<file path="src/hdl/tmu_defs.svh">
`ifndef TMU_DEFS_SVH
`define TMU_DEFS_SVH

// framebuffer word address, counted in 16-bit words.
`define TMU_ADDR_W 16

// pixel and texel coordinates, increments, horizontal resolutions.
`define TMU_COORD_W 11

// one rgb565 texel.
`define TMU_TEXEL_W 16

`endif
</file>
<file path="src/hdl/tmu_pkg.sv">
`default_nettype none

`include "tmu_defs.svh"

package tmu_pkg;

	typedef logic [`TMU_ADDR_W-1:0] word_addr_t; // in 16-bit words.
	typedef logic [`TMU_COORD_W-1:0] coord_t;
	typedef logic [`TMU_TEXEL_W-1:0] texel_t; // rgb565.

	// fetch sequencer, one access at a time.
	typedef enum logic [1:0] {
		FETCH_IDLE  = 2'd0,
		FETCH_READ  = 2'd1,
		FETCH_WAIT  = 2'd2,
		FETCH_WRITE = 2'd3
	} fetch_state_t;

endpackage

`default_nettype wire

</file>
<file path="src/hdl/tmu_addr_if.sv">
`timescale 1ns/100ps
`default_nettype none

// source and destination word addresses for one pixel.
interface tmu_addr_if;

	logic stb;
	logic ack; // high only when fetch can take a pair.
	tmu_pkg::word_addr_t src_addr;
	tmu_pkg::word_addr_t dst_addr;

	modport addr_mp (
		output stb,
		output src_addr,
		output dst_addr,
		input  ack
	);

	modport fetch_mp (
		input  stb,
		input  src_addr,
		input  dst_addr,
		output ack
	);

endinterface

`default_nettype wire

</file>
<file path="src/hdl/tmu_point_if.sv">
`timescale 1ns/100ps
`default_nettype none

// one scan point with its strobe/ack pair.
interface tmu_point_if;

	logic stb; // point offered.
	logic ack; // pipeline advances.
	tmu_pkg::coord_t x; // destination pixel.
	tmu_pkg::coord_t y;
	tmu_pkg::coord_t u; // source texel.
	tmu_pkg::coord_t v;

	modport scan_mp (
		output stb,
		output x,
		output y,
		output u,
		output v,
		input  ack
	);

	modport addr_mp (
		input  stb,
		input  x,
		input  y,
		input  u,
		input  v,
		output ack
	);

endinterface

`default_nettype wire

</file>
<file path="src/hdl/tmu.sv">
`timescale 1ns/100ps
`default_nettype none

module tmu (
	input  logic                sys_clk,
	input  logic                sys_rst,
	input  logic                start_i,
	output logic                busy_o,
	input  tmu_pkg::word_addr_t src_fbuf_i,
	input  tmu_pkg::coord_t     src_hres_i,
	input  tmu_pkg::word_addr_t dst_fbuf_i,
	input  tmu_pkg::coord_t     dst_hres_i,
	input  tmu_pkg::coord_t     dst_x0_i,
	input  tmu_pkg::coord_t     dst_y0_i,
	input  tmu_pkg::coord_t     width_i,
	input  tmu_pkg::coord_t     height_i,
	input  tmu_pkg::coord_t     u0_i,
	input  tmu_pkg::coord_t     v0_i,
	input  tmu_pkg::coord_t     du_i,
	input  tmu_pkg::coord_t     dv_i,
	output logic                tex_rd_stb_o,
	output tmu_pkg::word_addr_t tex_addr_o,
	input  logic                tex_rd_ack_i,
	input  logic                tex_data_valid_i,
	input  tmu_pkg::texel_t     tex_data_i,
	output logic                pix_stb_o,
	output tmu_pkg::word_addr_t pix_addr_o,
	output tmu_pkg::texel_t     pix_data_o,
	input  logic                pix_ack_i
);

	logic scan_busy;
	logic addr_busy;
	logic fetch_busy;
	logic scan_start; // start, blocked while anything is in flight.

	tmu_point_if point_if ();
	tmu_addr_if  addr_if ();

	assign scan_start = start_i & ~busy_o;

	tmu_scan scan_i (
		.sys_clk  (sys_clk),
		.sys_rst  (sys_rst),
		.start_i  (scan_start),
		.dst_x0_i (dst_x0_i),
		.dst_y0_i (dst_y0_i),
		.width_i  (width_i),
		.height_i (height_i),
		.u0_i     (u0_i),
		.v0_i     (v0_i),
		.du_i     (du_i),
		.dv_i     (dv_i),
		.busy_o   (scan_busy),
		.point_o  (point_if.scan_mp)
	);

	tmu_addresses addresses_i (
		.sys_clk    (sys_clk),
		.sys_rst    (sys_rst),
		.src_fbuf_i (src_fbuf_i),
		.dst_fbuf_i (dst_fbuf_i),
		.src_hres_i (src_hres_i),
		.dst_hres_i (dst_hres_i),
		.busy_o     (addr_busy),
		.point_i    (point_if.addr_mp),
		.addr_o     (addr_if.addr_mp)
	);

	tmu_fetch fetch_i (
		.sys_clk          (sys_clk),
		.sys_rst          (sys_rst),
		.addr_i           (addr_if.fetch_mp),
		.busy_o           (fetch_busy),
		.tex_rd_stb_o     (tex_rd_stb_o),
		.tex_addr_o       (tex_addr_o),
		.tex_rd_ack_i     (tex_rd_ack_i),
		.tex_data_valid_i (tex_data_valid_i),
		.tex_data_i       (tex_data_i),
		.pix_stb_o        (pix_stb_o),
		.pix_addr_o       (pix_addr_o),
		.pix_data_o       (pix_data_o),
		.pix_ack_i        (pix_ack_i)
	);

	// the busy flags overlap at each handoff, so this has no gap.
	assign busy_o = scan_busy | addr_busy | fetch_busy;

endmodule

`default_nettype wire

</file>
<file path="src/hdl/tmu_fetch.sv">
`timescale 1ns/100ps
`default_nettype none

module tmu_fetch (
	input  logic                sys_clk,
	input  logic                sys_rst,
	tmu_addr_if.fetch_mp        addr_i,
	output logic                busy_o,
	output logic                tex_rd_stb_o, // texel read request.
	output tmu_pkg::word_addr_t tex_addr_o,
	input  logic                tex_rd_ack_i,
	input  logic                tex_data_valid_i,
	input  tmu_pkg::texel_t     tex_data_i,
	output logic                pix_stb_o, // pixel write.
	output tmu_pkg::word_addr_t pix_addr_o,
	output tmu_pkg::texel_t     pix_data_o,
	input  logic                pix_ack_i
);

	tmu_pkg::fetch_state_t state;
	tmu_pkg::word_addr_t src_addr; // latched on accept.
	tmu_pkg::word_addr_t dst_addr;
	tmu_pkg::texel_t texel; // latched read data.

	always_ff @(posedge sys_clk) begin
		if (sys_rst) begin
			state <= tmu_pkg::FETCH_IDLE;
		end else begin
			case (state)
				tmu_pkg::FETCH_IDLE: begin
					if (addr_i.stb)
						state <= tmu_pkg::FETCH_READ;
				end
				tmu_pkg::FETCH_READ: begin
					if (tex_rd_ack_i)
						state <= tmu_pkg::FETCH_WAIT; // request taken, data follows.
				end
				tmu_pkg::FETCH_WAIT: begin
					if (tex_data_valid_i)
						state <= tmu_pkg::FETCH_WRITE;
				end
				tmu_pkg::FETCH_WRITE: begin
					if (pix_ack_i)
						state <= tmu_pkg::FETCH_IDLE;
				end
				default: state <= tmu_pkg::FETCH_IDLE;
			endcase
		end
	end

	// payload registers.
	always_ff @(posedge sys_clk) begin
		if (state == tmu_pkg::FETCH_IDLE && addr_i.stb) begin
			src_addr <= addr_i.src_addr;
			dst_addr <= addr_i.dst_addr;
		end
		if (state == tmu_pkg::FETCH_WAIT && tex_data_valid_i)
			texel <= tex_data_i;
	end

	// only idle takes a new pair, which stalls everything upstream.
	assign addr_i.ack = (state == tmu_pkg::FETCH_IDLE);

	assign tex_rd_stb_o = (state == tmu_pkg::FETCH_READ);
	assign tex_addr_o = src_addr; // steady while the request waits.

	assign pix_stb_o = (state == tmu_pkg::FETCH_WRITE);
	assign pix_addr_o = dst_addr;
	assign pix_data_o = texel;

	assign busy_o = (state != tmu_pkg::FETCH_IDLE);

endmodule

`default_nettype wire

</file>
<file path="src/hdl/tmu_addresses.sv">
`timescale 1ns/100ps
`default_nettype none

`include "tmu_defs.svh"

module tmu_addresses (
	input  logic                sys_clk,
	input  logic                sys_rst,
	input  tmu_pkg::word_addr_t src_fbuf_i, // texture base.
	input  tmu_pkg::word_addr_t dst_fbuf_i, // framebuffer base.
	input  tmu_pkg::coord_t     src_hres_i,
	input  tmu_pkg::coord_t     dst_hres_i,
	output logic                busy_o,
	tmu_point_if.addr_mp        point_i,
	tmu_addr_if.addr_mp         addr_o
);

	logic en; // whole pipe steps.
	logic s1_valid;
	logic s2_valid;
	logic [2*`TMU_COORD_W-1:0] src_row_off; // full width product.
	logic [2*`TMU_COORD_W-1:0] dst_row_off;
	tmu_pkg::word_addr_t s1_src_addr;
	tmu_pkg::word_addr_t s1_dst_addr;
	tmu_pkg::word_addr_t s2_src_addr;
	tmu_pkg::word_addr_t s2_dst_addr;

	assign en = addr_o.ack;
	assign point_i.ack = addr_o.ack; // ack passes straight through.

	always_ff @(posedge sys_clk) begin
		if (sys_rst) begin
			s1_valid <= 1'b0;
			s2_valid <= 1'b0;
		end else if (en) begin
			s1_valid <= point_i.stb;
			s2_valid <= s1_valid;
		end
	end

	assign src_row_off = src_hres_i * point_i.v;
	assign dst_row_off = dst_hres_i * point_i.y;

	// multiply-add, then a plain register stage.
	always_ff @(posedge sys_clk) begin
		if (en) begin
			s1_src_addr <= src_fbuf_i + tmu_pkg::word_addr_t'(src_row_off)
				+ tmu_pkg::word_addr_t'(point_i.u);
			s1_dst_addr <= dst_fbuf_i + tmu_pkg::word_addr_t'(dst_row_off)
				+ tmu_pkg::word_addr_t'(point_i.x);
			s2_src_addr <= s1_src_addr;
			s2_dst_addr <= s1_dst_addr;
		end
	end

	assign addr_o.stb = s2_valid;
	assign addr_o.src_addr = s2_src_addr;
	assign addr_o.dst_addr = s2_dst_addr;

	assign busy_o = s1_valid | s2_valid;

endmodule

`default_nettype wire

</file>
<file path="src/hdl/tmu_scan.sv">
`timescale 1ns/100ps
`default_nettype none

module tmu_scan (
	input  logic            sys_clk,
	input  logic            sys_rst,
	input  logic            start_i,
	input  tmu_pkg::coord_t dst_x0_i, // rectangle origin.
	input  tmu_pkg::coord_t dst_y0_i,
	input  tmu_pkg::coord_t width_i,
	input  tmu_pkg::coord_t height_i,
	input  tmu_pkg::coord_t u0_i, // texture origin.
	input  tmu_pkg::coord_t v0_i,
	input  tmu_pkg::coord_t du_i, // per column.
	input  tmu_pkg::coord_t dv_i, // per row.
	output logic            busy_o,
	tmu_point_if.scan_mp    point_o
);

	tmu_pkg::coord_t col; // column inside the rectangle.
	tmu_pkg::coord_t row;
	tmu_pkg::coord_t u_acc; // running texture coordinates.
	tmu_pkg::coord_t v_acc;
	logic busy;
	logic xfer;
	logic last_col;
	logic last_row;

	assign xfer = point_o.stb & point_o.ack;
	assign last_col = (col == tmu_pkg::coord_t'(width_i - 1'b1));
	assign last_row = (row == tmu_pkg::coord_t'(height_i - 1'b1));

	// raster walk, counters move only when a point is taken.
	always_ff @(posedge sys_clk) begin
		if (sys_rst) begin
			busy <= 1'b0;
			col <= '0;
			row <= '0;
		end else if (!busy) begin
			if (start_i) begin
				busy <= 1'b1;
				col <= '0;
				row <= '0;
			end
		end else if (xfer) begin
			if (last_col) begin
				col <= '0; // next row.
				if (last_row)
					busy <= 1'b0; // whole rectangle sent.
				else
					row <= row + 1'b1;
			end else begin
				col <= col + 1'b1;
			end
		end
	end

	// u restarts every row, v steps once per row.
	always_ff @(posedge sys_clk) begin
		if (!busy && start_i) begin
			u_acc <= u0_i;
			v_acc <= v0_i;
		end else if (xfer) begin
			if (last_col) begin
				u_acc <= u0_i;
				v_acc <= v_acc + dv_i;
			end else begin
				u_acc <= u_acc + du_i;
			end
		end
	end

	assign point_o.stb = busy; // first point the cycle after start.
	assign point_o.x = dst_x0_i + col;
	assign point_o.y = dst_y0_i + row;
	assign point_o.u = u_acc;
	assign point_o.v = v_acc;

	assign busy_o = busy;

endmodule

`default_nettype wire

</file>
<file path="config.mk">
export PLATFORM = sky130hd
export DESIGN_NAME = tmu
export DESIGN_NICKNAME = d
export VERILOG_FILES = /design/src/hdl/tmu_pkg.sv /design/src/hdl/tmu_addr_if.sv /design/src/hdl/tmu_point_if.sv /design/src/hdl/tmu.sv /design/src/hdl/tmu_fetch.sv /design/src/hdl/tmu_addresses.sv /design/src/hdl/tmu_scan.sv
export VERILOG_INCLUDE_DIRS = /design/src /design/src/hdl
export SDC_FILE = /design/constraint.sdc
export NUM_CORES = 1
export LEC_CHECK = 0
export BUFFER_PORTS_ARGS = -buffer_cell sky130_fd_sc_hd__buf_4
export CORE_ASPECT_RATIO = 1.1
export CORE_UTILIZATION = 40
export DETAILED_ROUTE_END_ITERATION = 7
export GPL_TIMING_DRIVEN = 1
export SKIP_CTS_REPAIR_TIMING = 1
export SLEW_MARGIN = 10
export SYNTH_ARGS = -nofsm -noshare
export SYNTH_HDL_FRONTEND = slang
export SYNTH_SLANG_ARGS = --single-unit
</file>
<file path="constraint.sdc">
create_clock -name sys_clk -period 7.9 [get_ports sys_clk]
set_input_delay 0.79 -clock sys_clk [delete_from_list [all_inputs] [get_ports sys_clk]]
set_output_delay 0.79 -clock sys_clk [all_outputs]
set_load 0.005 [all_outputs]
</file>
==> impl_metrics.py <==
metrics = {
    "detailed_routing": {
        "firstDrtPassIters": 5,
        "routed_wl_mm": 36.5,
        "drc_errors": 0,
        "drt_iter0_drc": 455,
        "top_layer_used": "met5",
        "via_per_inst": 4.90,
        "postRouteAntennaNets": 0,
        "met3RoutedLength_mm": 2.29,
        "wl_met1_mm": 15.7,
        "wl_met2_mm": 17.9,
        "num_vias": 11100,
        "wl_per_cell_um": 16.2,
    },
    "min_path": {
        "hp-class": "register to register",
        "whs_path_depth": 0,
    },
    "worst_setup_path": {
        "cp.arrival_ns": 7.35,
        "critPathLaunchType": "input pin",
        "worstPathMaxFanout": 6,
        "endpoint": "addresses_i.s1_dst_addr[15]",
        "crit_type": "input pin to register",
        "reg2reg_slack_ns": 0.75,
        "r2r_cells": 23,
        "r2r-end": "addresses_i.s1_dst_addr[15]",
        "crit_required_ns": 8.10,
        "rr_startpoint": "scan_i.row[0]",
        "worstSetupStartpoint": "dst_y0_i[0]",
        "end_kind": "register",
    },
    "finish": {
        "fillers": 3578,
        "seq_area_um2": 4560,
        "syn_to_final_growth_pct": 17.8,
        "drive_above_1_share_pct": 15.2,
        "final_nets": 2224,
        "multi_input_area_um2": 9660,
    },
    "synthesis": {
        "ys_types": 66,
        "yosysSeqAreaShare_pct": 29.4,
        "ys.warnings.count": 0,
        "syn_area_um2": 15500,
        "synth_edf_count": 134,
        "syn_inst": 1547,
        "ys_ff_latch": 161,
        "synth_nets": 2027,
        "avgSynthCellArea_um2": 10.0,
        "async_flop_share_pct": 0,
        "synth_flop_cell": "edfxtp_1",
    },
    "clock_tree": {
        "clk_pin_slew_ns": 0.07,
        "max-clock-path-buffers": 2,
        "clkSinkCount": 161,
        "cts_root_buffer": "clkbuf_16",
        "clock_latency_ns": 0.44,
        "cts_buffers": 17,
        "cts_tree": "yes",
        "htreeDepth": 4,
    },
    "place": {
        "place.gp.congestion": 0.833,
        "hpwl_mm": 29.7,
        "io_buffers": 214,
    },
    "timing": {
        "finalCriticalPeriod_ns": 7.15,
        "tightest_slew_ns": 0.941,
        "rsz0062_at_grt": "no",
        "setup_viol": 0,
        "setup-tns-final_ns": 0,
        "maxSlewViolCount": 0,
        "finalCritPeriodShare_pct": 90.5,
        "skew_ns": 0.0126,
        "fmax_mhz": 140,
        "final_hold_viol_count": 0,
        "max-slew-margin-rel_pct": 37.2,
        "whs_ns": 0.419,
    },
    "global_route": {
        "grt_pass1_vias": 11500,
        "grt_pass1_wl_mm": 58.2,
        "antenna_found_initial": 3,
        "track_usage_pct": 19.0,
        "overflow": 0,
        "grt_max_degree": 72,
    },
    "run": {
        "maxCapViolations": 0,
    },
    "floorplanning": {
        "io-pin-count": 215,
        "fp.dieH_um": 209,
        "die_width_um": 190,
        "fp-row-count": 75,
        "coreArea_um2": 38200,
        "dieArea_um2": 39600,
        "initial_core_util_pct": 40.7,
    },
    "status": {
        "status": "finished clean",
    },
}
[worst max-delay path, stage by stage]
cell and delay [ns]:
buf_4 0.11, ha_1 0.23, fa_1 0.43, a211oi_1 0.28, o21bai_1 0.13, a2111oi_0 0.59, o31ai_1 0.14, a21oi_1 0.19
xnor2_1 0.28, and2_1 0.22, fa_1 0.41, inv_1 0.08, fa_1 0.42, fa_1 0.51, fa_1 0.42, fa_1 0.38
xnor2_1 0.17, xnor2_1 0.15, xnor2_1 0.15, xnor2_1 0.16, xnor3_1 0.35, xor3_1 0.37, xnor2_1 0.26, xnor2_1 0.10
[flip-flops by register name, indices dropped and copies added, names as in the netlist]
register,flops
scan_i.point_o.v,11
scan_i.busy_o,1
addresses_i.s1_dst_addr,16
scan_i.point_o.u,11
scan_i.row,11
fetch_i.pix_data_o,16
addresses_i.s1_src_addr,16
addresses_i.addr_o.stb,1
scan_i.col,11
fetch_i.state,2
fetch_i.pix_addr_o,16
addresses_i.addr_o.dst_addr,16
addresses_i.s1_valid,1
fetch_i.tex_addr_o,16
addresses_i.addr_o.src_addr,16
[cells in the mapped netlist, types with 3 or more instances]
cell	count	share of area (%)
ha_1	128	10
or3_1	10	0.40
or2_2	3	0.12
a21boi_0	7	0.34
mux2i_1	3	0.19
nand3b_1	12	0.58
a21oi_1	62	2.0
o21bai_1	9	0.43
a211o_1	4	0.23
nor3_1	15	0.48
and2_1	92	3.7
buf_1	3	0.072
a21o_1	14	0.68
fa_1	188	24
o31ai_1	9	0.43
o21a_1	5	0.24
nand3_1	11	0.35
inv_1	308	7.4
nand2b_1	7	0.28
dfxtp_1	27	3.5
nor2_1	45	1.1
o21ai_1	4	0.13
o21ai_0	46	1.5
xor2_1	23	1.3
xnor2_1	79	4.5
o41ai_1	3	0.17
a211oi_1	6	0.29
nand4_1	8	0.32
nand2_1	170	4.1
edfxtp_1	134	26
clkbuf_1	40	0.97
and3_1	19	0.77
a31oi_1	3	0.12
nor2b_1	10	0.40
[through the flow]
step | area, µm² | utilization [%] | cells | setup WS, ns
finish | 18300 | 47.9 | 2260 | 0.750
global route | 18300 | 47.9 | 2258 | 0.180
CTS | 18300 | 47.9 | 2257 | 0.744
detailed placement | 17700 | 46.3 | 2225 | 0.316
global placement | 17700 | 46.3 | 2225 | 0.433
floorplan | 15500 | - | 1547 | 0.902
[layout by cell type, fill, tap and decap left out, types with 4 or more instances in the layout]
cell type	instances
inv_1	309
nand3_1	11
ha_1	127
nand2b_1	7
nand2_1	170
nand3b_1	12
xor2_1	23
clkbuf_16	22
nor2b_1	10
nor2_1	45
o21bai_1	9
o31ai_1	9
a211o_1	4
and2_1	91
o21a_1	5
fa_1	188
buf_4	223
o21ai_1	5
edfxtp_1	134
xnor2_1	79
and3_1	19
dfxtp_1	27
nor3_1	15
nand4_1	8
a21boi_0	7
a21o_1	14
a211oi_1	6
or3_1	10
o21ai_0	45
a21oi_1	62
[kinds of logic after synthesis]
family	after synthesis	synth area share (%)
and+or+nand+nor	417	13.5
muxes	4	0.266
xor gates and xnor gates	104	6.05
DFF	161	29.4
AOI/OAI and AO/OA	192	7.73
adders and majority gates	316	34.5
buffers and inverters	353	8.55
[routing by layer]
layer | vias up | global-route usage [%]
met4 | 2 | 5.31
li1 | 5349 | -
met3 | 44 | 4.67
met1 | 5404 | 23.8
met5 | - | 0
met2 | 274 | 32.3
[worst min-delay path by stage]
stage                     slack [ns]                            start                        endpoint
after floorplan                 0.40       addresses_i.s1_dst_addr[0]  addresses_i.addr_o.dst_addr[0]
after global placement          0.40       addresses_i.s1_src_addr[3]  addresses_i.addr_o.src_addr[3]
after CTS                       0.42  addresses_i.addr_o.dst_addr[13]          fetch_i.pix_addr_o[13]
final                           0.42  addresses_i.addr_o.src_addr[11]          fetch_i.tex_addr_o[11]
after global routing            0.42       addresses_i.s1_dst_addr[0]  addresses_i.addr_o.dst_addr[0]
after detailed placement        0.40       addresses_i.s1_dst_addr[2]  addresses_i.addr_o.dst_addr[2]
[area by class of cell]
cell class                      instances  share of cell area (%)
Multi-Input combinational cell       1033                    52.8
Sequential cell                       161                    24.9
Timing Repair Buffer                  223                    9.15
Inverter                              308                    6.32
Tap cell                              500                    3.42
Clock buffer                           24                    3.05
Clock inverter                          8                   0.328
Antenna cell                            3                  0.0410
Power is left out: the tool's default activity adds up to more than one toggle a clock period on the data nets, which glitch-free logic cannot reach.
